$ cat src/cpu_params.svh
`ifndef CPU_PARAMS_SVH
`define CPU_PARAMS_SVH

// Datapath and instruction word width
`define CPU_XLEN        16

// Memory depths in 16-bit words
`define CPU_IMEM_WORDS  256
`define CPU_DMEM_WORDS  256

// Opcode encodings in inst[15:12]
`define CPU_OP_ADD  4'd0
`define CPU_OP_SUB  4'd1
`define CPU_OP_XOR  4'd2
`define CPU_OP_SLL  4'd4
`define CPU_OP_SRA  4'd5
`define CPU_OP_ROR  4'd6
`define CPU_OP_LW   4'd8
`define CPU_OP_SW   4'd9
`define CPU_OP_LLB  4'd10
`define CPU_OP_LHB  4'd11
`define CPU_OP_B    4'd12
`define CPU_OP_PCS  4'd14
`define CPU_OP_HLT  4'd15

`endif

$ cat src/cpuPkg.sv
`default_nettype none
`include "cpu_params.svh"

package cpuPkg;

  // Opcodes 3, 7 and 13 are unused and decode as no-ops
  typedef enum logic [3:0] {
    OP_ADD = `CPU_OP_ADD,
    OP_SUB = `CPU_OP_SUB,
    OP_XOR = `CPU_OP_XOR,
    OP_SLL = `CPU_OP_SLL,
    OP_SRA = `CPU_OP_SRA,
    OP_ROR = `CPU_OP_ROR,
    OP_LW  = `CPU_OP_LW,
    OP_SW  = `CPU_OP_SW,
    OP_LLB = `CPU_OP_LLB,
    OP_LHB = `CPU_OP_LHB,
    OP_B   = `CPU_OP_B,
    OP_PCS = `CPU_OP_PCS,
    OP_HLT = `CPU_OP_HLT
  } opcode_t;

  // Branch condition codes, inst[11:9]
  typedef enum logic [2:0] {
    CC_NEQ, CC_EQ, CC_GT, CC_LT, CC_GTE, CC_LTE, CC_OVFL, CC_UNCOND
  } cond_t;

  typedef struct packed {
    logic z;                          // Zero
    logic v;                          // Signed overflow
    logic n;                          // Negative
  } flags_t;

  typedef struct packed {
    logic                 valid;
    logic [`CPU_XLEN-1:0] inst;
    logic [`CPU_XLEN-1:0] pcNext;     // PC + 2 of this instruction
  } ifId_t;

  typedef struct packed {
    logic                 valid;
    opcode_t              opcode;
    logic [3:0]           rd;
    logic                 regWrite;
    logic                 memRead;
    logic                 memWrite;
    logic                 setZ;       // Updates Z flag
    logic                 setNV;      // Updates N and V flags
    logic                 halt;
    logic [`CPU_XLEN-1:0] opA;
    logic [`CPU_XLEN-1:0] opB;        // Store data for SW
    logic [`CPU_XLEN-1:0] imm;        // Already extended or shifted
    logic [`CPU_XLEN-1:0] pcNext;
  } idEx_t;

  typedef struct packed {
    logic                 valid;
    logic [3:0]           rd;
    logic                 regWrite;
    logic                 memRead;
    logic                 memWrite;
    logic                 halt;
    logic [`CPU_XLEN-1:0] result;     // ALU output or memory address
    logic [`CPU_XLEN-1:0] storeData;
  } exMw_t;

  typedef struct packed {
    logic                 valid;
    logic [3:0]           regAddr;    // Destination register number
    logic [`CPU_XLEN-1:0] data;
  } regWrite_t;

endpackage

`default_nettype wire

$ cat src/pipeReg.sv
`timescale 1ns/1ps
`default_nettype none

module pipeReg import cpuPkg::*; #(
  parameter type payloadT = ifId_t      // Stage payload struct
) (
  input  wire     clk,
  input  wire     rstN,                 // Sync, active low
  input  wire     stall,                // Hold current payload
  input  wire     flush,                // Load a bubble
  input  payloadT d,
  output payloadT q
);

  always_ff @(posedge clk) begin
    if (!rstN || flush) begin
      q <= '0;                          // All-zero payload is a bubble
    end else if (!stall) begin
      q <= d;
    end
  end

  // The hazard unit must never ask for both at once on the same stage
  stallFlushExclusive: assert property (
    @(posedge clk) disable iff (!rstN) !(stall && flush)
  ) else $error("pipeReg: stall and flush high together");

endmodule

`default_nettype wire

$ cat config.mk
export PLATFORM = sky130hd
export DESIGN_NAME = pipeReg
export DESIGN_NICKNAME = d
export VERILOG_FILES = /design/src/cpuPkg.sv /design/src/pipeReg.sv
export VERILOG_INCLUDE_DIRS = /design/src
export SDC_FILE = /design/constraint.sdc
export NUM_CORES = 1
export LEC_CHECK = 0
export ABC_AREA = 1
export BUFFER_PORTS_ARGS = -buffer_cell sky130_fd_sc_hd__buf_4
export CAP_MARGIN = 5
export CORE_AREA = 8 8 73 75
export DETAILED_ROUTE_END_ITERATION = 16
export DIE_AREA = 0 0 81 83
export SYNTH_ARGS = -nofsm -noshare
export SYNTH_HDL_FRONTEND = slang
export SYNTH_SLANG_ARGS = --single-unit
$ cat constraint.sdc
create_clock -name clk -period 1.72 [get_ports clk]
set_input_delay 0.258 -clock clk [delete_from_list [all_inputs] [get_ports clk]]
set_output_delay 0.258 -clock clk [all_outputs]
set_load 0.03 [all_outputs]
# Word-level counts from Yosys, hierarchy flattened
# Cells that the tools add are included.
totals:
  ff_bits: 33
  elab_cells: 5
op_classes:
  n_reduce_logical: 2
ops:
  columns: ["cell", "n"]
  rows:
  - ["1-bit zero test", 1]
  - ["1-bit logical OR", 1]

# Depth between registers and ports, before layout
depth:
  ltp_word: 2
  mapped_depth: 5
  depth_no_buf: 3

# Least setup slack after synthesis
# Ideal clock, no wire load.
synth_path:
  path_kind: "input to register"
  from: "in stall"
  to: "reg q[10] (netlist bit)"
  cell_stages: 5
  n_path_buf: 2
  path_slack_ns: 0.943
  arrival_ns: 0.711
  path_cell_list: "buf_6 -> inv_8 -> buf_12 -> nand2_2 -> a21oi_2"
synth_lines:
  columns: ["item", "line_no", "source"]
  rows:
  - ["start, declared", "pipeReg.sv:9", "input wire stall,"]
  - ["end signal, assigned", "pipeReg.sv:17", "q <= '0;"]
  - ["end signal, assigned", "pipeReg.sv:19", "q <= d;"]
  - ["end, declared", "pipeReg.sv:12", "output payloadT q"]

# Worst setup path after layout
layout_path:
  from: "reg q[27] (netlist bit)"
  to: "out q[27] (netlist bit)"
# No word-level cell between the ends.

==> results.ini <==
[power]
p_sw_mw=0.402
swShare_pct=24.8
clock_power_share_pct=34.7
p_leak_nw=0.818
irDropWorstVdd_uv=332
power.density_nw_per_um2=849
p_comb_share_pct=15.8
pwr-share-seq_pct=49.5
p_int_mw=1.22

[layout]
regMostFlops=q
reg_top3=q (33)
drive_gt1_share_pct=55.2
finalNonFillerCells=264
largest_reg_flops=33
final_area_sq_um=1910
area_delta_synth_final_pct=42.6
final_nets=249
diodes=0
fill_cells=434

[timing]
setup_ws_ns=0.664
final.period_utilization_pct=61.4
period_needed_ns=1.06
worst_slew_pin_slew_ns=0.410
fin_skew_ns=0
slew_headroom_pct=72.6
finalSetupViolCount=0
fin_tns_setup_ns=0
rsz0062_at_grt=no
fmaxAchievable_mhz=947
hold_viol=0
drv_slew=0

[clock_tree]
cts.clk_slew.worst_paths_ns=0.06
postCtsSetupBuffers=0
cts_root_buffer=clkbuf_8
ctsHoldBuffers=0
cts_resized=0
cts_tree=done
cts-htree-levels=2
numCtsBuffers=5
clk_latency_ns=0.27
cts_num_sinks=33
cts_buffer_depth=2

[placed_design]
portBuffers=69
dp_slack_ns=0.592
gp_congestion=0.711
placed_cell_area_sq_um=1820
hpwl_microns=2530
numPlacedInstances=257

[route]
drt_pre_antenna_iters=4
vias=1172
drtIter0Drc=57
routedWlPerCell_microns=13.2
drc=0
routed_via_density=4.44
routed_wl_microns=3480
drt.antenna.violating_nets=0

[logic_synthesis]
synth_cell_types=12
synthCells=145
ys_top_cells_by_area=dfxtp_1 (49%), nand2_1 (13%), a21oi_2 (13%)
avgSynthCellArea_sq_um=9.22
yosysTopAreaCell=dfxtp_1
seq_area_frac_synth_pct=49.4
ys_ff_latch=33
ys_warn_count=0
synth.top_cell.area_share_pct=49.4
syn-num-nets=182
netlist_area_sq_um=1340

[setup_path]
cp.buffers_inverters=1
max_stage_delay_ns=0.35
path_cells=buf_4
crit_path_max_fanout=2
crit_path_end_kind=primary output
regToRegSetupSlack_ns=1.09
slowest_stage=dfxtp_1
start_kind=register
worstPathRequired_ns=1.46
crit_type=reg -> out
critPathTopFamily=flip-flops
cp.arrival_ns=0.80

[worst_hold_path]
hp-class=in -> reg

[grt]
grt_max_degree=35
grt_pass1_vias=1254
gr-total-overflow=0
grt_usage_pct=10.8
grt_pass1_wl_microns=5730
grt_antenna_before_repair=0

[floorplan]
die_y_microns=83
dieArea_sq_um=6720
fp-row-count=24
fp.coreArea_sq_um=4200
ios=70
die_w_microns=81
start_util_pct=31.8

[run_status]
status=complete, no violations

[job]
max_cap_viol_count=0

[power groups by stage]
| stage | clock, mW | sequential, mW | combinational [mW] |
|---|---|---|---|
| 5_1_grt | 0.635 | 0.804 | 0.277 |
| 6_report | 0.562 | 0.801 | 0.256 |
| 2_1_floorplan | 0 | 0.865 | 0.110 |
| 3_3_place_gp | 0 | 0.818 | 0.259 |
| 4_1_cts | 0.586 | 0.801 | 0.261 |
| 3_5_place_dp | 0 | 0.818 | 0.260 |
[path summary, 6_finish.rpt]
| check | startpoint | depth (start not counted) | endpoint |
|---|---|---|---|
| setup / recovery | q[27] | 1 | q[27] |
| hold / removal | d[19] | 3 | q[19] |
| setup reg to reg | q[27] | 2 | q[27] |
| hold reg to reg | q[4] | 2 | q[4] |
[synth_stat cells]
master	number
buf_4	2
nand2_1	47
dfxtp_1	33
buf_12	2
buf_8	1
nand2_2	20
a21oi_1	13
inv_1	1
buf_2	1
buf_6	4
inv_8	1
a21oi_2	20
[routing by layer]
layer,global-route usage [%],vias up,share of wire [%]
met5,0,-,0
met4,5.37,0,1.8
met3,5.50,6,12
met2,16.9,45,46
met1,11.5,525,40
li1,-,596,-
[cell families after synthesis]
family	Yosys count	share of synthesized area [%]
AND/OR/NAND/NOR	67	22.5
flip-flops	33	49.4
AO/OA/AOI/OAI	33	18.0
buffers and inverters	12	10.1
[area by class of cell]
class	instances	area, sq um	area share [%]
Multi-Input combinational cell	100	542	28.4
Timing Repair Buffer	70	538	28.2
Clock buffer	7	86.3	4.53
Inverter	2	15.0	0.787
Tap cell	52	65.1	3.41
Sequential cell	33	661	34.6
[through the flow]
| step | hold slack, ns | power [mW] | utilization (%) |
|---|---|---|---|
| after detailed placement | 0.457 | 1.08 | 43.3 |
| after CTS | 0.224 | 1.65 | 45.4 |
| final | 0.233 | 1.62 | 45.4 |
| after global routing | 0.213 | 1.72 | 45.4 |
| after floorplan | 0.394 | 0.975 | - |
| after global placement | 0.451 | 1.08 | 43.3 |
[layout by cell type, fill, tap and decap left out]
| cell type | n |
|---|---|
| a21oi_1 | 13 |
| buf_4 | 69 |
| nand2_1 | 47 |
| inv_1 | 1 |
| clkbuf_8 | 6 |
| buf_12 | 1 |
| dfxtp_1 | 33 |
| inv_8 | 1 |
| nand2_2 | 20 |
| clkbuf_1 | 1 |
| a21oi_2 | 20 |
(Power assumes the default switching activity.)
