File: src/cpu_params.svh
`ifndef CPU_PARAMS_SVH
`define CPU_PARAMS_SVH

// Datapath and instruction word width
`define CPU_XLEN        16

// Memory depths in 16-bit words
`define CPU_IMEM_WORDS  256
`define CPU_DMEM_WORDS  256

// Opcode encodings in inst[15:12]
`define CPU_OP_ADD  4'd0
`define CPU_OP_SUB  4'd1
`define CPU_OP_XOR  4'd2
`define CPU_OP_SLL  4'd4
`define CPU_OP_SRA  4'd5
`define CPU_OP_ROR  4'd6
`define CPU_OP_LW   4'd8
`define CPU_OP_SW   4'd9
`define CPU_OP_LLB  4'd10
`define CPU_OP_LHB  4'd11
`define CPU_OP_B    4'd12
`define CPU_OP_PCS  4'd14
`define CPU_OP_HLT  4'd15

`endif

File: src/cpuPkg.sv
`default_nettype none
`include "cpu_params.svh"

package cpuPkg;

  // Opcodes 3, 7 and 13 are unused and decode as no-ops
  typedef enum logic [3:0] {
    OP_ADD = `CPU_OP_ADD,
    OP_SUB = `CPU_OP_SUB,
    OP_XOR = `CPU_OP_XOR,
    OP_SLL = `CPU_OP_SLL,
    OP_SRA = `CPU_OP_SRA,
    OP_ROR = `CPU_OP_ROR,
    OP_LW  = `CPU_OP_LW,
    OP_SW  = `CPU_OP_SW,
    OP_LLB = `CPU_OP_LLB,
    OP_LHB = `CPU_OP_LHB,
    OP_B   = `CPU_OP_B,
    OP_PCS = `CPU_OP_PCS,
    OP_HLT = `CPU_OP_HLT
  } opcode_t;

  // Branch condition codes, inst[11:9]
  typedef enum logic [2:0] {
    CC_NEQ, CC_EQ, CC_GT, CC_LT, CC_GTE, CC_LTE, CC_OVFL, CC_UNCOND
  } cond_t;

  typedef struct packed {
    logic z;                          // Zero
    logic v;                          // Signed overflow
    logic n;                          // Negative
  } flags_t;

  typedef struct packed {
    logic                 valid;
    logic [`CPU_XLEN-1:0] inst;
    logic [`CPU_XLEN-1:0] pcNext;     // PC + 2 of this instruction
  } ifId_t;

  typedef struct packed {
    logic                 valid;
    opcode_t              opcode;
    logic [3:0]           rd;
    logic                 regWrite;
    logic                 memRead;
    logic                 memWrite;
    logic                 setZ;       // Updates Z flag
    logic                 setNV;      // Updates N and V flags
    logic                 halt;
    logic [`CPU_XLEN-1:0] opA;
    logic [`CPU_XLEN-1:0] opB;        // Store data for SW
    logic [`CPU_XLEN-1:0] imm;        // Already extended or shifted
    logic [`CPU_XLEN-1:0] pcNext;
  } idEx_t;

  typedef struct packed {
    logic                 valid;
    logic [3:0]           rd;
    logic                 regWrite;
    logic                 memRead;
    logic                 memWrite;
    logic                 halt;
    logic [`CPU_XLEN-1:0] result;     // ALU output or memory address
    logic [`CPU_XLEN-1:0] storeData;
  } exMw_t;

  typedef struct packed {
    logic                 valid;
    logic [3:0]           regAddr;    // Destination register number
    logic [`CPU_XLEN-1:0] data;
  } regWrite_t;

endpackage

`default_nettype wire

File: src/fetch.sv
`timescale 1ns/1ps
`default_nettype none
`include "cpu_params.svh"

module fetch import cpuPkg::*; (
  input  wire        clk,
  input  wire        rstN,
  input  wire        stall,             // From hazard unit
  input  wire        branchTaken,       // Resolved in ID
  input  wire [15:0] branchTarget,
  input  wire        haltSeen,          // HLT decoded, freeze fetch
  input  wire        progWe,            // Load port, only while in reset
  input  wire [7:0]  progAddr,          // Word address
  input  wire [15:0] progData,
  output logic [15:0] pc,
  output ifId_t      ifId
);

  logic [`CPU_XLEN-1:0] imem [`CPU_IMEM_WORDS];
  logic [15:0] pcPlus2;
  logic [15:0] nextPc;

  assign pcPlus2 = pc + 16'd2;

  always_comb begin
    if (stall || haltSeen) nextPc = pc;            // Freeze
    else if (branchTaken)  nextPc = branchTarget;  // Redirect from ID
    else                   nextPc = pcPlus2;
  end

  always_ff @(posedge clk) begin
    if (!rstN) pc <= '0;
    else       pc <= nextPc;
  end

  // Program load while the core is held in reset
  always_ff @(posedge clk) begin
    if (!rstN && progWe) imem[progAddr] <= progData;
  end

  assign ifId.valid  = !haltSeen;                  // Nothing past HLT enters ID
  assign ifId.inst   = imem[pc[$clog2(`CPU_IMEM_WORDS):1]];
  assign ifId.pcNext = pcPlus2;

  pcAligned: assert property (@(posedge clk) disable iff (!rstN) pc[0] == 1'b0)
    else $error("fetch: odd PC %h", pc);

endmodule

`default_nettype wire

File: config.mk
export PLATFORM = sky130hd
export DESIGN_NAME = fetch
export DESIGN_NICKNAME = d
export VERILOG_FILES = /design/src/cpuPkg.sv /design/src/fetch.sv
export VERILOG_INCLUDE_DIRS = /design/src
export SDC_FILE = /design/constraint.sdc
export NUM_CORES = 2
export LEC_CHECK = 0
export BUFFER_PORTS_ARGS = -buffer_cell sky130_fd_sc_hd__buf_2
export CORE_ASPECT_RATIO = 0.8
export CORE_MARGIN = 5
export CORE_UTILIZATION = 36
export CTS_CLUSTER_SIZE = 25
export DETAILED_ROUTE_END_ITERATION = 10
export GPL_ROUTABILITY_DRIVEN = 0
export GPL_TIMING_DRIVEN = 0
export SKIP_LAST_GASP = 1
export SYNTH_ARGS = -nofsm -noshare
export SYNTH_HDL_FRONTEND = slang
export SYNTH_SLANG_ARGS = --single-unit
File: constraint.sdc
create_clock -name clk -period 3.09 [get_ports clk]
set_input_delay 0.7725 -clock clk [delete_from_list [all_inputs] [get_ports clk]]
set_output_delay 0.7725 -clock clk [all_outputs]
set_load 0.01 [all_outputs]
Word level (Yosys, flattened, before mapping)
Memories as Yosys holds them, arrays and structs flattened. A register that Yosys moved wholly into a read port is not among the register bits.
Cells that the tools add are included.
- register bits: 16
- RAM bits: 4096
- bits of input ports: 46
- output and inout bits: 49
- logic and storage cells: 12
- memories: 1
- memories (memory ; words ; bits a word ; rd ports ; clocked after memory_dff ; write ports ; RTL line ; RTL):
    imem ; 256 ; 16 ; 1 ; 1 ; 1 ; fetch.sv:19 ; logic [`CPU_XLEN-1:0] imem [`CPU_IMEM_WORDS];
- add/subtract/negate cells: 1
- mux-type cells: 5
- reduce and logical (&&, ||, !) cells: 4
- operators by type and width (kind ; number):
    16-bit by 2-bit adder with 16-bit output, second input constant ; 1
    16-bit 2-to-1 mux ; 1
    8-bit 2-to-1 mux ; 2
    1-bit logical NOT ; 2
    1-bit 2-to-1 mux ; 2
    1-bit logical AND ; 1
    1-bit logical OR ; 1

Depth between registers and ports, before layout
- depth in word-level cells: 4
- depth in mapped cells: 12
- depth with buffers taken out: 7

Least setup slack after synthesis
OpenSTA, ideal clock, no wires.
- path kind: register to output
- start point: register (tool-made name)
- end point: output port ifId[21] (netlist bit)
- data arrival time: 2.356 ns
- required time: 2.318 ns
- path slack: -0.039 ns
- stages on the path, launching flop included: 11
- buffers on the path: 5
- path through: dfxtp_1 -> buf_6 -> buf_6 -> buf_6 -> buf_2 -> buf_4 -> mux4_2 -> a22oi_1 -> a21oi_1 -> a211oi_1 -> nor4_2
- RTL lines (item ; RTL line ; RTL):
    end, declared ; fetch.sv:16 ; output ifId_t ifId

==> out/metrics.cfg <==
[clock_network]
clkLatencyLatePin_ps = 980
numClockSinks = 4120
cts_buffer_depth = 4
cts-root-buf = clkbuf_16
cts_buffers = 399
tritoncts = built
clkTransAtPathRegs_ps = 60
cts_max_level = 5

[placed_design]
io_buffer_count = 89
place_inst = 13500
dp_hpwl_mm = 330
dp_slack_ps = -4400
post_dp_cell_area_um2 = 171000

[global_route]
gr-total-overflow = 0
grt_first_pass_wirelength_mm = 662
grt_max_degree = 145
grt_pass1_vias = 81200
antenna_found_initial = 23
grtUsageTotal = 0.208

[timing]
layout_setup_ws_ps = -2260
tightest_slew_ps = 1260
drv_slew = 0
fin_worst_skew_ps = 25.2
period_share = 1.73
hold_viol = 0
rsz0062_at_grt = true
finalSetupViolations = 1457
slew_headroom = 0.161
timing.setup.tns_ps = -442050
max_freq_mhz = 187
finalCriticalPeriod_ps = 5350
holdWs_ps = 90.9

[status]
status = complete, but fails checks
violations = setup timing

[floorplan]
die_h_um = 605
io_pins = 95
dieArea_um2 = 455000
die_w_um = 753
initial_core_util = 0.361
core_um2 = 441000
fp-row-count = 218

[drt]
drc = 0
vias = 83900
wl_mm = 488
first_pass_iters = 7
viasPerCell = 5.85
avgRoutedWirePerCell_um = 34.0
drt.antenna.violating_nets = 0
initialDrtViolationCount = 12300

[logic_synthesis]
synthCells = 7352
synth-xor-area-share = 0.000716
yosysUniqueCellTypes = 52
syn_area_um2 = 159000
yosys.area_share.simple = 0.0176
async_flop_share = 0
ys_ff_latch = 4120
synth_top_family_by_area = multiplexers
ys_seq_area_frac = 0.776
synth-warning-count = 0
synthAdderAreaFrac = 0.0000787
synthFlopType = edfxtp_1
postSynthAreaPerCell_um2 = 21.6
syn-num-nets = 7399
synthMuxAreaShare = 0.148
synth_edf_count = 4096
synth_compound_area_frac = 0.0392

[power_and_ir_drop]
power_mw = 118
powerDensity_nw_per_um2 = 621
peakVddDrop_mv = 0.517
leakagePower_nw = 57.3

[flow_run]
cap_violations = 0

[final_layout]
syn2layout_area_growth_pct = 19.8
fin_area_um2 = 191000
layout.nets = 8221
n_fill_cell = 36900
utilization = 0.433
layout-drive-gt1-share = 0.341
final_cells = 14300

[hold_path]
hp-class = input port to flop

[critical_path]
worstSetupPathType = flop to output pin
cp-start-kind = flop
cp.required_ps = 2320
cp.arrival_ps = 4580
path_max_fanout = 10
critPathCaptureType = output pin

critical path, cell delays in order, from the launching register on:
cell	delay (ps)
dfxtp_4	420
buf_12	180
nand2b_1	70
buf_2	190
clkbuf_2	310
o221ai_1	530
nor3_1	110
or4_1	650
a221o_1	440
nor4_4	470
buf_2	220
sequential cells by signal, indices dropped and copies added, names as in the netlist, named ones only:
signal  count
pc         16
imem     4096
report_power, final:
group	switching [mW]	leakage (nW)	internal (mW)
clock network	21.3	6.31	27.5
registers	0.0534	37.0	61.5
logic	5.16	14.0	2.80
total	26.5	57.3	91.8
final timing paths:
check                               endpoint  slack (ps)   startpoint  cells after the start
worst max-delay path                ifId[25]       -2260         flop                     10
worst min register to register         pc[0]         500        pc[0]                      2
worst min-delay path            imem[120][0]          90  progData[0]                      1
worst max register to register         pc[9]        1310        pc[1]                      7
area by class of cell:
cell class | instances | area (um2) | area share
Sequential cell | 4120 | 124000 | 0.648
Multi-Input combinational cell | 2771 | 36700 | 0.193
Clock buffer | 482 | 10400 | 0.0545
Tap cell | 5830 | 7290 | 0.0383
Timing Repair Buffer | 427 | 5760 | 0.0302
Buffer | 450 | 4370 | 0.0229
Clock inverter | 251 | 2510 | 0.0131
Antenna cell | 13 | 32.5 | 0.000171
Inverter | 5 | 22.5 | 0.000118
metal layers:
| layer | wire length [um] | track usage | share of wire | up-vias |
|---|---|---|---|---|
| met5 | 638 | 0.00624 | 0.0013 | - |
| met4 | 21700 | 0.0808 | 0.044 | 8 |
| met3 | 66200 | 0.0747 | 0.14 | 895 |
| met2 | 211000 | 0.299 | 0.43 | 5298 |
| met1 | 189000 | 0.287 | 0.39 | 44700 |
| li1 | - | - | - | 33100 |
synthesized netlist by cell type, types with 48 or more instances:
| library cell | instances | area share |
|---|---|---|
| buf_6 | 58 | 0.0041 |
| o22ai_1 | 80 | 0.0031 |
| o21ai_0 | 116 | 0.0036 |
| nand3_1 | 53 | 0.0017 |
| mux2i_1 | 483 | 0.030 |
| nor3_1 | 93 | 0.0029 |
| o221ai_1 | 244 | 0.013 |
| nor2_1 | 285 | 0.0067 |
| edfxtp_1 | 4096 | 0.77 |
| a22oi_1 | 70 | 0.0033 |
| buf_4 | 50 | 0.0024 |
| clkbuf_1 | 205 | 0.0048 |
| buf_2 | 82 | 0.0026 |
| nand2_1 | 48 | 0.0011 |
| a21oi_1 | 180 | 0.0057 |
| mux4_2 | 832 | 0.12 |
cells in the final DEF, fill, tap and decap left out, types with 33 or more instances in the layout:
| cell | netlist | routed |
|---|---|---|
| edfxtp_1 | 4096 | 4096 |
| mux4_2 | 832 | 832 |
| mux2i_1 | 483 | 481 |
| clkbuf_16 | 0 | 407 |
| nor2_2 | 0 | 217 |
| buf_8 | 11 | 194 |
| clkbuf_1 | 205 | 149 |
| buf_4 | 50 | 144 |
| buf_2 | 82 | 120 |
| a21oi_1 | 180 | 117 |
| o221ai_2 | 12 | 115 |
| o221ai_1 | 244 | 111 |
| buf_12 | 17 | 98 |
| clkinv_1 | 0 | 85 |
| clkinv_2 | 0 | 83 |
| buf_6 | 58 | 80 |
| o22ai_1 | 80 | 71 |
| nor3_1 | 93 | 68 |
| a22oi_1 | 70 | 66 |
| clkbuf_2 | 0 | 64 |
| buf_16 | 0 | 58 |
| nor2_4 | 0 | 47 |
| a21oi_2 | 0 | 46 |
| nand2_1 | 48 | 43 |
| o21ai_2 | 0 | 42 |
| bufinv_16 | 0 | 42 |
| nor4_4 | 0 | 33 |
cell families after synthesis:
logic type / count (synthesis)
adders and majority gates: 1
and+or+nand+nor: 589
buffers and inverters: 461
AOI/OAI and AO/OA: 853
xor gates and xnor gates: 13
muxes: 1315
DFF: 4120
timing repair:
item / in CTS / in global routing
hold endpoints to repair: 8 / 0
setup endpoints to repair: 3503 / 3722
setup buffers: 30 / 97
gates resized for setup: 854 / 420
gates cloned: 0 / 2
hold buffers: 1 / 0
pin swaps: 74 / 124
Power figures use the tool's default switching activity.
