**config.mk**
```make
export PLATFORM = sky130hd
export DESIGN_NAME = execute
export DESIGN_NICKNAME = d
export VERILOG_FILES = /design/src/cpuPkg.sv /design/src/execute.sv
export VERILOG_INCLUDE_DIRS = /design/src
export SDC_FILE = /design/constraint.sdc
export NUM_CORES = 1
export LEC_CHECK = 0
export BUFFER_PORTS_ARGS = -buffer_cell sky130_fd_sc_hd__buf_4
export CORE_MARGIN = 2
export CORE_UTILIZATION = 23
export CTS_CLUSTER_SIZE = 16
export DETAILED_ROUTE_END_ITERATION = 7
export PLACE_DENSITY = 0.48
export SYNTH_ARGS = -nofsm -noshare
export SYNTH_HDL_FRONTEND = slang
export SYNTH_SLANG_ARGS = --single-unit
```
**constraint.sdc**
```tcl
create_clock -name clk -period 18.5 [get_ports clk]
set_input_delay 3.7 -clock clk [delete_from_list [all_inputs] [get_ports clk]]
set_output_delay 3.7 -clock clk [all_outputs]
set_load 0.05 [all_outputs]
```
**src/cpu_params.svh**
```systemverilog
`ifndef CPU_PARAMS_SVH
`define CPU_PARAMS_SVH

// Datapath and instruction word width
`define CPU_XLEN        16

// Memory depths in 16-bit words
`define CPU_IMEM_WORDS  256
`define CPU_DMEM_WORDS  256

// Opcode encodings in inst[15:12]
`define CPU_OP_ADD  4'd0
`define CPU_OP_SUB  4'd1
`define CPU_OP_XOR  4'd2
`define CPU_OP_SLL  4'd4
`define CPU_OP_SRA  4'd5
`define CPU_OP_ROR  4'd6
`define CPU_OP_LW   4'd8
`define CPU_OP_SW   4'd9
`define CPU_OP_LLB  4'd10
`define CPU_OP_LHB  4'd11
`define CPU_OP_B    4'd12
`define CPU_OP_PCS  4'd14
`define CPU_OP_HLT  4'd15

`endif

```
**src/cpuPkg.sv**
```systemverilog
`default_nettype none
`include "cpu_params.svh"

package cpuPkg;

  // Opcodes 3, 7 and 13 are unused and decode as no-ops
  typedef enum logic [3:0] {
    OP_ADD = `CPU_OP_ADD,
    OP_SUB = `CPU_OP_SUB,
    OP_XOR = `CPU_OP_XOR,
    OP_SLL = `CPU_OP_SLL,
    OP_SRA = `CPU_OP_SRA,
    OP_ROR = `CPU_OP_ROR,
    OP_LW  = `CPU_OP_LW,
    OP_SW  = `CPU_OP_SW,
    OP_LLB = `CPU_OP_LLB,
    OP_LHB = `CPU_OP_LHB,
    OP_B   = `CPU_OP_B,
    OP_PCS = `CPU_OP_PCS,
    OP_HLT = `CPU_OP_HLT
  } opcode_t;

  // Branch condition codes, inst[11:9]
  typedef enum logic [2:0] {
    CC_NEQ, CC_EQ, CC_GT, CC_LT, CC_GTE, CC_LTE, CC_OVFL, CC_UNCOND
  } cond_t;

  typedef struct packed {
    logic z;                          // Zero
    logic v;                          // Signed overflow
    logic n;                          // Negative
  } flags_t;

  typedef struct packed {
    logic                 valid;
    logic [`CPU_XLEN-1:0] inst;
    logic [`CPU_XLEN-1:0] pcNext;     // PC + 2 of this instruction
  } ifId_t;

  typedef struct packed {
    logic                 valid;
    opcode_t              opcode;
    logic [3:0]           rd;
    logic                 regWrite;
    logic                 memRead;
    logic                 memWrite;
    logic                 setZ;       // Updates Z flag
    logic                 setNV;      // Updates N and V flags
    logic                 halt;
    logic [`CPU_XLEN-1:0] opA;
    logic [`CPU_XLEN-1:0] opB;        // Store data for SW
    logic [`CPU_XLEN-1:0] imm;        // Already extended or shifted
    logic [`CPU_XLEN-1:0] pcNext;
  } idEx_t;

  typedef struct packed {
    logic                 valid;
    logic [3:0]           rd;
    logic                 regWrite;
    logic                 memRead;
    logic                 memWrite;
    logic                 halt;
    logic [`CPU_XLEN-1:0] result;     // ALU output or memory address
    logic [`CPU_XLEN-1:0] storeData;
  } exMw_t;

  typedef struct packed {
    logic                 valid;
    logic [3:0]           regAddr;    // Destination register number
    logic [`CPU_XLEN-1:0] data;
  } regWrite_t;

endpackage

`default_nettype wire

```
**src/execute.sv**
```systemverilog
`timescale 1ns/1ps
`default_nettype none

module execute import cpuPkg::*; (
  input  wire    clk,
  input  wire    rstN,
  input  idEx_t  idEx,
  output exMw_t  exMw,
  output flags_t flags                  // Flag register, read by branch in ID
);

  logic [15:0] sum, diff, satSum, satDiff;
  logic        sumOvf, diffOvf;
  logic [31:0] rotWide;
  logic [15:0] aluOut;
  logic        ovf;

  assign sum     = idEx.opA + idEx.opB;
  assign diff    = idEx.opA - idEx.opB;
  assign sumOvf  = (idEx.opA[15] == idEx.opB[15]) && (sum[15] != idEx.opA[15]);
  assign diffOvf = (idEx.opA[15] != idEx.opB[15]) && (diff[15] != idEx.opA[15]);
  assign satSum  = sumOvf  ? (idEx.opA[15] ? 16'h8000 : 16'h7FFF) : sum;   // Clamp
  assign satDiff = diffOvf ? (idEx.opA[15] ? 16'h8000 : 16'h7FFF) : diff;
  assign rotWide = {idEx.opA, idEx.opA} >> idEx.imm[3:0];                   // Rotate right

  always_comb begin
    ovf = 1'b0;
    case (idEx.opcode)
      OP_ADD: begin
        aluOut = satSum;
        ovf    = sumOvf;
      end
      OP_SUB: begin
        aluOut = satDiff;
        ovf    = diffOvf;
      end
      OP_XOR:        aluOut = idEx.opA ^ idEx.opB;
      OP_SLL:        aluOut = idEx.opA << idEx.imm[3:0];
      OP_SRA:        aluOut = $signed(idEx.opA) >>> idEx.imm[3:0];
      OP_ROR:        aluOut = rotWide[15:0];
      OP_LW, OP_SW:  aluOut = idEx.opA + idEx.imm;                 // Base plus byte offset
      OP_LLB:        aluOut = (idEx.opA & 16'hFF00) | idEx.imm;
      OP_LHB:        aluOut = (idEx.opA & 16'h00FF) | (idEx.imm << 8);
      OP_PCS:        aluOut = idEx.pcNext;
      default:       aluOut = '0;                                  // HLT and no-ops
    endcase
  end

  // Flags only move for real instructions, never for bubbles
  always_ff @(posedge clk) begin
    if (!rstN) begin
      flags <= '0;
    end else if (idEx.valid) begin
      if (idEx.setZ) flags.z <= (aluOut == 16'h0000);
      if (idEx.setNV) begin
        flags.n <= aluOut[15];
        flags.v <= ovf;
      end
    end
  end

  always_comb begin
    exMw.valid     = idEx.valid;
    exMw.rd        = idEx.rd;
    exMw.regWrite  = idEx.regWrite;
    exMw.memRead   = idEx.memRead;
    exMw.memWrite  = idEx.memWrite;
    exMw.halt      = idEx.halt;
    exMw.result    = aluOut;
    exMw.storeData = idEx.opB;        // SW data register
  end

endmodule

`default_nettype wire

```
# --- Word-level counts from Yosys, hierarchy flattened ---
# Cells that the tools add are included.
op_classes:
  n_addsub: 3
  mul: 0
  div: 0
  magnitude_cmp: 0
  n_eq_ne: 14
  shifts: 3
  n_mux: 5
  n_bitwise: 3
  n_reduce_logical: 7
op_table:
  columns: ["op", "n"]
  rows:
  - ["case mux 16 bit (10 select lines)", 1]
  - ["2-to-1 mux 16 bit", 3]
  - ["adder 16 bit", 2]
  - ["right shift 32 x 4 -> 16 bit", 1]
  - ["== test 4 bit, second input constant", 5]
  - ["logical NOT 16 bit", 1]
  - ["OR 16 bit", 1]
  - ["OR 8 x 16 -> 16 bit", 1]
  - ["left shift 16 x 4 -> 16 bit", 1]
  - [">>> shifter 16 x 4 -> 16 bit", 1]
  - ["subtractor 16 bit", 1]
  - ["XOR 16 bit", 1]
  - ["== test 4 x 3 -> 1 bit, second input constant", 3]
  - ["== test 4 x 1 -> 1 bit, second input constant", 1]
  - ["== test 4 x 2 -> 1 bit, second input constant", 1]
  - ["logical NOT 4 bit", 1]
  - ["AND reduction 2 bit", 2]
  - ["inequality test 1 bit", 3]
  - ["logical AND 1 bit", 2]
  - ["case mux 1 bit (2 select lines)", 1]
  - ["OR reduction 2 bit", 1]
  - ["== test 1 bit", 1]
totals:
  register_bits: 3
  latch_bits: 0
  ram_bits: 0
  romBits: 0
  input_bits: 81
  word_cells: 38
  memories: 0

# --- Logic depth before layout (Yosys ltp) ---
depth:
  ltp_word: 6
  depth_mapped: 22
  mapped_depth_nobuf: 21

# --- Least setup slack after synthesis ---
# Ideal clock, no wire load.
synth_timing:
  kind: "input to output"
  from: "input port idEx[35] (netlist bit)"
  to: "output port exMw[22] (netlist bit)"
  arrival_time_ps: 7587
  required_ps: 14800
  path_slack_ps: 7213
  stages: 17
  cell_sequence: "inv_1 > ha_1 > clkbuf_1 > and3_1 > a21oi_1 > a31oi_1 > a211o_1 > a31o_2 > a21oi_1 > o21bai_1 > a21oi_1 > fa_1 > and3b_1 > a21oi_1 > a21oi_1 > nor4_1 > o21ai_0"
synth_rtl:
  columns: ["item", "line", "rtl"]
  rows:
  - ["start, declared", "execute.sv:7", "input idEx_t idEx,"]
  - ["end, declared", "execute.sv:8", "output exMw_t exMw,"]

==> impl_metrics.ini <==
[drt]
route.detailed.vias_per_inst = 5.734
count_of_antenna_violating_nets_left_after_detailed_routing = 0
via_count = 7087
drt-total-wl_mm = 28.23
wl_per_cell_um = 22.84
drt_first_pass_iters = 5
1st_iter_drt_viols = 900
drt_drc_violations_left = 0

[hold_path]
whs_path_depth = 2
worst_hold_path_type = flip-flop to flip-flop

[yosys]
synth.top_cell.area_share = 0.1142
synth_fp_nets = 1007
synth.top_cells.by_area = sky130_fd_sc_hd__ha_1 11%, sky130_fd_sc_hd__a21oi_1 5.9%, sky130_fd_sc_hd__nor2_1 5.4%, sky130_fd_sc_hd__mux2i_1 4.9%, sky130_fd_sc_hd__inv_1 4.1%
synth.ff_latch_count = 3
synth_sequential_area_ratio = 0.01015
synth.most_common_cell = sky130_fd_sc_hd__nor2_1
synth.cell_area_mm2 = 0.005916
syn_avg_cell_area_um2 = 6.815
syn-instance-count = 868
yosys_most_used_dff = sky130_fd_sc_hd__dfxtp_1
yosys.cell_types.count = 86
netlist.top_cell.by_area = sky130_fd_sc_hd__ha_1
async_flop_share = 0
ys_warn_count = 0
synth_enable_flop_cells = 0
yosys-top-cells-count = 85 x sky130_fd_sc_hd__nor2_1, 70 x sky130_fd_sc_hd__a21oi_1, 65 x sky130_fd_sc_hd__inv_1, 64 x sky130_fd_sc_hd__nand2_1, 54 x sky130_fd_sc_hd__ha_1

[die]
die-height_um = 164.4
initial_core_util = 0.2349
die_footprint_mm2 = 0.02702
die_width_um = 164.4
fp.coreArea_mm2 = 0.02518
placement_rows = 58
num_io_pins = 125

[sta]
timing_hold_violations_final = 0
clock-skew-final_ns = 0
rsz0062_at_grt = no
share_of_the_cycle_needed_by_the_critical_path_after_routing = 0.6515
fmax_mhz = 82.97
setup_tns_ns = 0
drv_slew = 0
slew-limit-headroom = 0.3622
final-setup-viol-count = 0
postLayoutSetupSlackWorst_ns = 6.447
fin_crit_ns = 12.05
transition_time_at_the_pin_with_the_least_slew_margin_ns = 0.9439

[pwr]
power.static_leakage_nw = 2.927
p_per_area_mw_per_mm2 = 41.68
fin_total_pwr_mw = 0.2839
worst_ir_drop_vdd_mv = 0.04580

[setup_path]
worst_setup_path_end_kind = output pin
worstSetupStartpointType = input port
crit_required_ns = 14.80
largest_fanout_on_the_critical_path = 14
timing.setup.critical_path_class = input port to output pin
worst-r2r-cell-count = 2
arrival_worst_endpoint_ns = 8.35

[global_route]
via_count_of_the_first_global_routing_pass = 6549
antenna_violations_before_repair = 0
overall_fraction_of_global_route_tracks_in_use = 0.2010
maximum_number_of_pins_on_one_net_before_global_route_repair = 47
first_pass_grt_wire_length_mm = 41.41
globalRoute.totalOverflow = 0

[clocking]
cts_resized = 0
cts.htree.levels = 1
tritoncts.num_buffers = 3
cts.path.max_buffers = 2
clock_tree.root_cell = sky130_fd_sc_hd__clkbuf_16
clkLatencyLatePin_ns = 0.23
hold_buffers = 0
clk_transition_reported_paths_ns = 0.03
post_cts_setup_repair_bufs = 0
cts_sinks = 3
cts_tree = done

[layout]
design.final.nets = 1046
stdcell_area_mm2 = 0.006810
register_bank_with_the_most_flops = flags
largest_reg_flops = 3
biggestRegsByFlops = flags (3)
area_delta_synth_final_pct = 15.12
share_of_cells_above_drive_strength_1 = 0.1744
fillCellCount = 2826
antenna-diode-count = 0

[placement]
detailed_place_hpwl_mm = 22.56
placed_area_mm2 = 0.006731
port_buffers = 108
globalplace.congestion = 1.007
dp_slack_ns = 6.483

[status]
run_status = finished clean

[run]
max_cap_viols = 0
-- layout by cell type (no fill, tap or decap), drive strengths merged, types with 28 or more instances in the layout --
cell	count
a21oi	70
buf	109
ha	54
inv	65
mux2	28
mux2i	29
nand2	64
nor2	85
o21ai	48
-- stage by stage --
step | util | hold WS (ns) | std cells
floorplan | - | 0.7103 | 868
global placement | 0.2673 | 0.4729 | 1232
detailed placement | 0.2673 | 0.4848 | 1232
CTS | 0.2704 | 0.4932 | 1236
global route | 0.2704 | 0.5015 | 1236
finish | 0.2704 | 0.4901 | 1236
-- report_power, final --
group	total, mW	internal [mW]	leakage [nW]	switching (mW)
logic	0.242	0.0856	2.86	0.156
registers	0.00696	0.00680	0.0245	0.000155
clock network	0.0349	0.0285	0.0382	0.00644
-- final cells by class --
type	count	area, um2	share of cell area
timing repair buffer	109	818.3	0.1202
tap	330	412.9	0.06063
sequential	3	60.06	0.008819
clock buffer	4	78.83	0.01157
multi-input combinational	725	5196	0.7630
inverter	65	244.0	0.03583
-- worst paths after layout --
kind | from | to | slack, ns
setup / recovery | idEx[52] | exMw[21] | 6.45
hold / removal | flags[2] | flags[2] | 0.49
setup reg to reg | flags[1] | flags[1] | 17.85
hold reg to reg | flags[2] | flags[2] | 0.49
-- logic make-up (layout without fill, tap and decap cells) --
| logic type | count (synthesis) | after routing | share of synthesized area |
|---|---|---|---|
| mux | 64 | 64 | 0.1290 |
| flops | 3 | 3 | 0.01015 |
| compound gates | 291 | 291 | 0.3397 |
| xor+xnor | 25 | 25 | 0.03701 |
| fa+ha+maj | 58 | 58 | 0.1278 |
| simple gates | 287 | 287 | 0.2449 |
| buf+inv | 140 | 178 | 0.1115 |
-- worst max-delay path, stage by stage --
cell	delay (ns)
sky130_fd_sc_hd__buf_4	0.15
sky130_fd_sc_hd__ha_1	0.46
sky130_fd_sc_hd__and3_1	0.25
sky130_fd_sc_hd__a21oi_1	0.26
sky130_fd_sc_hd__a31oi_1	0.15
sky130_fd_sc_hd__a211o_1	0.31
sky130_fd_sc_hd__a31o_2	0.25
sky130_fd_sc_hd__a21oi_1	0.22
sky130_fd_sc_hd__o21bai_1	0.09
sky130_fd_sc_hd__a21oi_1	0.20
sky130_fd_sc_hd__fa_1	0.52
sky130_fd_sc_hd__and3b_1	0.25
sky130_fd_sc_hd__a21oi_1	0.41
sky130_fd_sc_hd__nand4_1	0.15
sky130_fd_sc_hd__nand3_1	0.11
sky130_fd_sc_hd__o211ai_1	0.09
sky130_fd_sc_hd__or4b_4	0.56
sky130_fd_sc_hd__buf_4	0.21
-- layer usage --
layer,track usage,share of wire
met4,0.03202,0.015
met5,0,0
met3,0.02813,0.095
met1,0.3085,0.47
met2,0.2990,0.42
(Power assumes the default switching activity.)
