**config.mk**
```make
export PLATFORM = sky130hd
export DESIGN_NAME = hazardUnit
export DESIGN_NICKNAME = d
export VERILOG_FILES = /design/src/cpuPkg.sv /design/src/hazardUnit.sv
export VERILOG_INCLUDE_DIRS = /design/src
export SDC_FILE = /design/constraint.sdc
export NUM_CORES = 1
export LEC_CHECK = 0
export ABC_AREA = 1
export BUFFER_PORTS_ARGS = -buffer_cell sky130_fd_sc_hd__buf_4
export CORE_AREA = 2 2 40 42
export DETAILED_ROUTE_END_ITERATION = 7
export DIE_AREA = 0 0 42 44
export PLACE_DENSITY = 0.93
export SLEW_MARGIN = 20
export SYNTH_ARGS = -nofsm -noshare
export SYNTH_HDL_FRONTEND = slang
export SYNTH_SLANG_ARGS = --single-unit
export TNS_END_PERCENT = 10
```
**constraint.sdc**
```tcl
create_clock -name vclk -period 0.8
set_input_delay 0 -clock vclk [all_inputs]
set_output_delay 0 -clock vclk [all_outputs]
set_load 0.05 [all_outputs]
```
**src/cpu_params.svh**
```systemverilog
`ifndef CPU_PARAMS_SVH
`define CPU_PARAMS_SVH

// Datapath and instruction word width
`define CPU_XLEN        16

// Memory depths in 16-bit words
`define CPU_IMEM_WORDS  256
`define CPU_DMEM_WORDS  256

// Opcode encodings in inst[15:12]
`define CPU_OP_ADD  4'd0
`define CPU_OP_SUB  4'd1
`define CPU_OP_XOR  4'd2
`define CPU_OP_SLL  4'd4
`define CPU_OP_SRA  4'd5
`define CPU_OP_ROR  4'd6
`define CPU_OP_LW   4'd8
`define CPU_OP_SW   4'd9
`define CPU_OP_LLB  4'd10
`define CPU_OP_LHB  4'd11
`define CPU_OP_B    4'd12
`define CPU_OP_PCS  4'd14
`define CPU_OP_HLT  4'd15

`endif

```
**src/cpuPkg.sv**
```systemverilog
`default_nettype none
`include "cpu_params.svh"

package cpuPkg;

  // Opcodes 3, 7 and 13 are unused and decode as no-ops
  typedef enum logic [3:0] {
    OP_ADD = `CPU_OP_ADD,
    OP_SUB = `CPU_OP_SUB,
    OP_XOR = `CPU_OP_XOR,
    OP_SLL = `CPU_OP_SLL,
    OP_SRA = `CPU_OP_SRA,
    OP_ROR = `CPU_OP_ROR,
    OP_LW  = `CPU_OP_LW,
    OP_SW  = `CPU_OP_SW,
    OP_LLB = `CPU_OP_LLB,
    OP_LHB = `CPU_OP_LHB,
    OP_B   = `CPU_OP_B,
    OP_PCS = `CPU_OP_PCS,
    OP_HLT = `CPU_OP_HLT
  } opcode_t;

  // Branch condition codes, inst[11:9]
  typedef enum logic [2:0] {
    CC_NEQ, CC_EQ, CC_GT, CC_LT, CC_GTE, CC_LTE, CC_OVFL, CC_UNCOND
  } cond_t;

  typedef struct packed {
    logic z;                          // Zero
    logic v;                          // Signed overflow
    logic n;                          // Negative
  } flags_t;

  typedef struct packed {
    logic                 valid;
    logic [`CPU_XLEN-1:0] inst;
    logic [`CPU_XLEN-1:0] pcNext;     // PC + 2 of this instruction
  } ifId_t;

  typedef struct packed {
    logic                 valid;
    opcode_t              opcode;
    logic [3:0]           rd;
    logic                 regWrite;
    logic                 memRead;
    logic                 memWrite;
    logic                 setZ;       // Updates Z flag
    logic                 setNV;      // Updates N and V flags
    logic                 halt;
    logic [`CPU_XLEN-1:0] opA;
    logic [`CPU_XLEN-1:0] opB;        // Store data for SW
    logic [`CPU_XLEN-1:0] imm;        // Already extended or shifted
    logic [`CPU_XLEN-1:0] pcNext;
  } idEx_t;

  typedef struct packed {
    logic                 valid;
    logic [3:0]           rd;
    logic                 regWrite;
    logic                 memRead;
    logic                 memWrite;
    logic                 halt;
    logic [`CPU_XLEN-1:0] result;     // ALU output or memory address
    logic [`CPU_XLEN-1:0] storeData;
  } exMw_t;

  typedef struct packed {
    logic                 valid;
    logic [3:0]           regAddr;    // Destination register number
    logic [`CPU_XLEN-1:0] data;
  } regWrite_t;

endpackage

`default_nettype wire

```
**src/hazardUnit.sv**
```systemverilog
`timescale 1ns/1ps
`default_nettype none

module hazardUnit import cpuPkg::*; (
  input  wire [3:0] srcA,
  input  wire [3:0] srcB,
  input  wire       useA,
  input  wire       useB,
  input  wire       isBranch,
  input  idEx_t     idEx,               // Instruction now in EX
  input  wire       branchTaken,
  output logic      stallFront,         // Hold PC and IF/ID, bubble into ID/EX
  output logic      flushIfId           // Drop wrong-path fetch
);

  logic exWrites;                       // EX will write a real register
  logic rawHazard;
  logic flagHazard;

  assign exWrites   = idEx.valid && idEx.regWrite && (idEx.rd != 4'd0);  // R0 exempt
  assign rawHazard  = exWrites && ((useA && (srcA == idEx.rd)) ||
                                   (useB && (srcB == idEx.rd)));
  // Branch must see flags from the instruction ahead of it
  assign flagHazard = isBranch && idEx.valid && (idEx.setZ || idEx.setNV);

  // MW results come through the register file, so only EX matters
  assign stallFront = rawHazard || flagHazard;
  assign flushIfId  = branchTaken && !stallFront;

endmodule

`default_nettype wire

```
# Word-level counts from Yosys, hierarchy flattened
# Index checks and enable logic that the tools add are counted.
[word_totals] latchBits=0 memories=0 ramBits=0 word_cells=15 out_inout_bits=2 rom_bits=0 ff_bits=0 input_bits=91
[classes] n_shift=0 n_bitwise=0 addsub=0 reduce_logical=13 magnitude_cmp=0 mul=0 div_mod_pow=0 n_mux=0 eq_ne=2
[ops] cell="$eq A4 B4 Y1" n=2
[ops] cell="$logic_and A1 B1 Y1" n=8
[ops] cell="$reduce_bool A4 Y1" n=1
[ops] cell="$logic_or A1 B1 Y1" n=3
[ops] cell="$logic_not A1 Y1" n=1

# Depth between registers and ports, before layout
# Gate-level depths: netlist (run 1).
[depth] word_depth=7 ltp_mapped=9 depth_no_buf=9

# Worst setup path after synthesis (run 1)
# Ideal clock, no wire load.
[synth_path] kind="input -> output" from="input port idEx[71] in the netlist's numbering" to="output port flushIfId" path_buffers=0 path_stages=9 arrival_time_ps=1032 path_slack_ps=-232 required_time_ps=800 path_cell_list="inv_1 nand2_1 nand2_1 nor2_1 nand3_1 nand2_1 nand2_1 nand2_2 nor2_2"
[synth_via] elab_chain_len=7 word_cells_on_any_way=11 classes_between="eq/ne (2); reduce/logical (9)"
[synth_lines] element="from (decl)" line_no="hazardUnit.sv:10" source="input idEx_t idEx,"
[synth_lines] element="$eq A4 B4 Y1, on equally long branches" line_no="hazardUnit.sv:21, hazardUnit.sv:22"
[synth_lines] element="$logic_and A1 B1 Y1, on equally long branches" line_no="hazardUnit.sv:21, hazardUnit.sv:22"
[synth_lines] element="$logic_or A1 B1 Y1" line_no="hazardUnit.sv:21" source="assign rawHazard = exWrites && ((useA && (srcA == idEx.rd)) ||"
[synth_lines] element="$logic_and A1 B1 Y1 (*)" line_no="hazardUnit.sv:21"
[synth_lines] element="$logic_or A1 B1 Y1 (*)" line_no="hazardUnit.sv:27" source="assign stallFront = rawHazard || flagHazard;"
[synth_lines] element="named net stallFront" line_no="hazardUnit.sv:12" source="output logic stallFront,"
[synth_lines] element="$logic_not A1 Y1 (*)" line_no="hazardUnit.sv:28" source="assign flushIfId = branchTaken && !stallFront;"
[synth_lines] element="$logic_and A1 B1 Y1 (*)" line_no="hazardUnit.sv:28"
[synth_lines] element="to (decl)" line_no="hazardUnit.sv:13" source="output logic flushIfId"
# Mark *: on every way through the listed nets, which the timed path passes. The rest lies on a longest branch.

# Final worst setup path (run 1)
[layout_path] from="input port idEx[71] in the netlist's numbering" to="output port flushIfId"
[layout_via] elab_chain_len=7 word_cells_on_any_way=11 classes_between="eq/ne (2); reduce/logical (9)"
[layout_lines] element="$eq A4 B4 Y1, on equally long branches" line_no="hazardUnit.sv:21, hazardUnit.sv:22"
[layout_lines] element="$logic_and A1 B1 Y1, on equally long branches" line_no="hazardUnit.sv:21, hazardUnit.sv:22"
[layout_lines] element="$logic_or A1 B1 Y1" line_no="hazardUnit.sv:21"
[layout_lines] element="$logic_and A1 B1 Y1 (*)" line_no="hazardUnit.sv:21"
[layout_lines] element="$logic_or A1 B1 Y1 (*)" line_no="hazardUnit.sv:27"
[layout_lines] element="$logic_not A1 Y1 (*)" line_no="hazardUnit.sv:28"
[layout_lines] element="$logic_and A1 B1 Y1 (*)" line_no="hazardUnit.sv:28"
# Every way passes the cells marked *; elsewhere a longest branch is shown, timed or not.

==> results.sh, run 1 <==
export IMPL_vias=302
export IMPL_tightestPinTransition_ns=0.262
export IMPL_start_kind="primary input"
export IMPL_switching_share_pct=46.4
export IMPL_cp_max_fo=3
export IMPL_drcViolationCount=0
export IMPL_first_pass_iters=1
export IMPL_hp_class="primary input to primary output"
export IMPL_synth_top_area_share_pct=34.5
export IMPL_max_freq_mhz=1190
export IMPL_io_pins=93
export IMPL_min_period_over_period_pct=105
export IMPL_diodes=0
export IMPL_irDropWorstVdd_mv=0.186
export IMPL_wl_per_cell_um=7.89
export IMPL_tns_ns=-0.0498
export IMPL_hold_start="branchTaken"
export IMPL_grt_overflow_total=0
export IMPL_place_gp_congestion=0.813
export IMPL_maxCapViolations=0
export IMPL_dp_hpwl_um=606
export IMPL_crit_required_ns=0.80
export IMPL_power_density_nw_per_um2=529
export IMPL_rows=14
export IMPL_maxSlewHeadroom_pct=82.4
export IMPL_ant_nets=0
export IMPL_syn_inst=43
export IMPL_hold_ws_ns=0.368
export IMPL_dieWidth_um=42
export IMPL_cts_hold_buffers_added=0
export IMPL_finalMaxSlewViolations=0
export IMPL_yosysSeqAreaShare_pct=0
export IMPL_grt_pass1_wl_mm=1.08
export IMPL_port_buffers=22
export IMPL_synth_distinct_cells=9
export IMPL_cp_end_kind="primary output"
export IMPL_syn_to_final_growth_pct=115
export IMPL_layout_setup_ws_ns=-0.0417
export IMPL_comb_power_share_pct=100.0
export IMPL_hold_end="flushIfId"
export IMPL_setup_violations=2
export IMPL_dieHeight_um=44
export IMPL_worstHoldPathCells=4
export IMPL_netlist_area_um2=185
export IMPL_grt_start_max_net_pins=5
export IMPL_clkbuf_count=0
export IMPL_min_period_ns=0.842
export IMPL_layout_nets=159
export IMPL_die_area_um2=1850
export IMPL_vias_per_cell=3.68
export IMPL_yosysTopAreaCell="nand2_1"
export IMPL_nFlopsAndLatches=0
export IMPL_p_sw_mw=0.0977
export IMPL_first_global_vias=281
export IMPL_synth_top_cells_by_area="nand2_1 34%, inv_1 18%, nor2_1 18%"
export IMPL_ys_warn_count=0
export IMPL_outcome="finished, violations left"
export IMPL_drt_total_wl_um=647
export IMPL_stdcell_area_um2=398
export IMPL_layout_drive_gt1_share_pct=42.4
export IMPL_track_usage_pct=7.10
export IMPL_crit_type="primary input to primary output"
export IMPL_dpl_cell_area_um2=390
export IMPL_multiInputGateArea_um2=164
export IMPL_drt_iter0_markers=0
export IMPL_pwr_share_seq_pct=0
export IMPL_p_leak_nw=0.246
export IMPL_syn_area_per_cell_um2=4.31
export IMPL_rsz0062_at_grt="yes"
export IMPL_violations="setup timing"
export IMPL_seq_area_um2=0
export IMPL_clkPwrFrac_pct=0
export IMPL_arrival_ns=0.84
export IMPL_finish_utilization_pct=28.0
export IMPL_cts_setup_buffers=0
export IMPL_finalHoldViolCount=0
export IMPL_fp_coreArea_um2=1420
export IMPL_start_util_pct=13.1
export IMPL_dp_worst_setup_slack_ns=-0.131
export IMPL_final_fill_count=160
export IMPL_syn_num_nets=134
export IMPL_p_int_mw=0.113
export IMPL_antenna_found_initial=0
worst max-delay path, stage by stage:
cell and delay (ns):
buf_4 0.12, inv_2 0.06, nand2_1 0.05, nand2_1 0.05
nor2_1 0.04, nand3_1 0.08, nand2_1 0.07, nand2_2 0.08
nand2_4 0.06, nor2_4 0.08, buf_6 0.16
metal layers:
metal  track usage [%]  up-vias  wire length [µm]
li1                  -      172                 -
met1              10.1      119               279
met2              12.2       11               325
met3             0.833        0                42
met4                 0        0                 0
met5                 0        -                 0
cells in the final DEF (no fill, tap or decap):
| cell | netlist | routed |
|---|---|---|
| a31oi_1 | 1 | 1 |
| buf_4 | 0 | 21 |
| buf_6 | 0 | 2 |
| inv_1 | 9 | 7 |
| inv_2 | 0 | 2 |
| nand2_1 | 17 | 16 |
| nand2_2 | 1 | 1 |
| nand2_4 | 0 | 1 |
| nand3_1 | 2 | 2 |
| nor2_1 | 9 | 9 |
| nor2_4 | 0 | 1 |
| o211ai_1 | 1 | 1 |
| xnor2_1 | 2 | 2 |
power groups by stage:
stage          clock network [mW]  registers [mW]  logic [mW]
2_1_floorplan                   0               0      0.0947
3_3_place_gp                    0               0       0.201
3_5_place_dp                    0               0       0.205
4_1_cts                         0               0       0.212
5_1_grt                         0               0       0.231
6_report                        0               0       0.210
worst max path at each step:
stage	start	endpoint	cells after the start
after floorplan	idEx[71]	flushIfId	9
after global placement	idEx[71]	flushIfId	11
after detailed placement	idEx[71]	flushIfId	11
after CTS	idEx[71]	flushIfId	11
after global routing	idEx[72]	flushIfId	11
final	idEx[71]	flushIfId	11
cells in the mapped netlist:
library cell  count
o211ai_1          1
inv_1             9
a31oi_1           1
xnor2_1           2
nor2_2            1
nand3_1           2
nand2_1          17
nand2_2           1
nor2_1            9
what timing repair did:
action | CTS | global route
pin swaps | 3 | 1
gates resized for setup | 4 | 0
endpoints found under the setup margin | 2 | 2
cell type report:
| class | count | share of cell area (%) |
|---|---|---|
| Tap cell | 16 | 5.03 |
| Inverter | 9 | 8.49 |
| Timing Repair Buffer | 23 | 45.3 |
| Multi-Input combinational cell | 34 | 41.2 |
cell families (layout without fill, tap and decap cells):
logic type	after synthesis	count (layout)	synth area share, %
and+or+nand+nor	30	30	64.9
buffers and inverters	9	32	18.2
AOI/OAI and AO/OA	2	2	7.44
xor gates and xnor gates	2	2	9.46
per-stage QoR:
stage | std cells | total power [mW]
2_1_floorplan | 43 | 0.0947
3_3_place_gp | 82 | 0.201
3_5_place_dp | 82 | 0.205
4_1_cts | 82 | 0.212
5_1_grt | 82 | 0.231
6_report | 82 | 0.210
Note: power is estimated with default switching activity, not from simulation.
==> run 2, diff against run 1 <==
==> constraint.sdc (replaced) <==
create_clock -name vclk -period 1
set_input_delay 0 -clock vclk [all_inputs]
set_output_delay 0 -clock vclk [all_outputs]
set_load 0.05 [all_outputs]
==> results.sh, run 2 (synthesized netlist as in run 1, its figures left out) <==
export IMPL_syn_to_final_growth_pct=103
export IMPL_dieHeight_um=44
export IMPL_drt_iter0_markers=2
export IMPL_comb_power_share_pct=100.0
export IMPL_min_period_over_period_pct=88.3
export IMPL_io_pins=93
export IMPL_first_global_vias=250
export IMPL_place_gp_congestion=0.738
export IMPL_arrival_ns=0.88
export IMPL_start_kind="primary input"
export IMPL_hold_end="flushIfId"
export IMPL_finalMaxSlewViolations=0
export IMPL_ant_nets=0
export IMPL_switching_share_pct=46.6
export IMPL_p_sw_mw=0.0719
export IMPL_final_cell_mix="22 x buf_4, 17 x nand2_1, 9 x inv_1, 9 x nor2_1"
export IMPL_antenna_found_initial=0
export IMPL_pwr_share_seq_pct=0
export IMPL_cts_hold_buffers_added=0
export IMPL_tns_ns=0
export IMPL_min_period_ns=0.883
export IMPL_rsz0062_at_grt="no"
export IMPL_setup_violations=0
export IMPL_vias_per_cell=3.75
export IMPL_dp_hpwl_um=567
export IMPL_cts_setup_buffers=0
export IMPL_irDropWorstVdd_mv=0.113
export IMPL_cp_end_kind="primary output"
export IMPL_nFlopsAndLatches=0
export IMPL_max_freq_mhz=1130
export IMPL_crit_required_ns=1.00
export IMPL_clkPwrFrac_pct=0
export IMPL_die_area_um2=1850
export IMPL_rows=14
export IMPL_clkbuf_count=0
export IMPL_place_inst=81
export IMPL_grt_overflow_total=0
export IMPL_cp_max_fo=3
export IMPL_first_pass_iters=3
export IMPL_p_leak_nw=0.239
export IMPL_finalNonFillerCells=81
export IMPL_finalHoldViolCount=0
export IMPL_layout_drive_gt1_share_pct=36.9
export IMPL_tightestPinTransition_ns=0.194
export IMPL_port_buffers=22
export IMPL_track_usage_pct=6.23
export IMPL_maxCapViolations=0
export IMPL_cts_resized=0
export IMPL_power_mw=0.155
export IMPL_seq_area_um2=0
export IMPL_final_common_cell="buf_4"
export IMPL_wl_per_cell_um=7.42
export IMPL_power_density_nw_per_um2=412
export IMPL_worstHoldPathCells=4
export IMPL_maxSlewHeadroom_pct=87.0
export IMPL_layout_nets=158
export IMPL_vias=304
export IMPL_fp_coreArea_um2=1420
export IMPL_hp_class="primary input to primary output"
export IMPL_outcome="complete, no violations"
export IMPL_hold_start="branchTaken"
export IMPL_start_util_pct=13.1
export IMPL_grt_pass1_wl_um=959
export IMPL_diodes=0
export IMPL_final_fill_count=153
export IMPL_p_int_mw=0.0826
export IMPL_dieWidth_um=42
export IMPL_crit_type="primary input to primary output"
export IMPL_drt_total_wl_um=601
export IMPL_drcViolationCount=0
export IMPL_grt_start_max_net_pins=5
## run 2: changes by cell type in the layout (fill, tap and decap cells not counted)
cell     delta
inv_1       +2
nand2_1     +1
inv_2       -2
nand2_4     -1
buf_6       -2
buf_4       +1
## run 2: how the worst max path moves through the flow
stage / startpoint / end / slack, ns / cells past startpoint
floorplan: idEx[71] / flushIfId / 0.11 / 9
global placement: idEx[71] / flushIfId / 0.12 / 11
finish: idEx[71] / flushIfId / 0.12 / 11
CTS: idEx[71] / flushIfId / 0.11 / 11
global route: idEx[71] / flushIfId / 0.04 / 11
detailed placement: idEx[71] / flushIfId / 0.12 / 11
## run 2: critical path, stage by stage
cell     delay (ns)
buf_4          0.12
inv_1          0.09
nand2_1        0.06
nand2_1        0.06
nor2_1         0.04
nand3_1        0.07
nand2_1        0.05
nand2_1        0.06
nand2_2        0.07
nor2_4         0.08
buf_4          0.19
## run 2: metal layers
layer	global-route usage, %	share of wire [%]	wire, µm
met2	11.6	50	301
met3	0	4.5	27
met1	8.64	45	272
met5	0	0	0
met4	0	0	0
## run 2: cell type report
class / count / area, µm² / area share, %
Inverter: 9 / 33.8 / 9.00
Timing Repair Buffer: 22 / 165 / 44.0
Tap cell: 16 / 20.0 / 5.33
Multi-Input combinational cell: 34 / 156 / 41.7
## run 2: per-stage QoR
step	hold slack, ns	cell area [µm²]	utilization, %	setup WS (ns)
3_5_place_dp	0.403	375	26.5	0.116
3_3_place_gp	0.399	375	26.5	0.121
6_report	0.401	375	26.5	0.117
5_1_grt	0.423	375	26.5	0.0448
2_1_floorplan	0.156	190	-	0.108
4_1_cts	0.403	375	26.5	0.114
## run 2: power groups by stage
stage / Clock (mW) / Sequential [mW] / Combinational, mW
after floorplan: 0 / 0 / 0.0729
after global placement: 0 / 0 / 0.153
after detailed placement: 0 / 0 / 0.156
after CTS: 0 / 0 / 0.156
after global routing: 0 / 0 / 0.170
final: 0 / 0 / 0.155
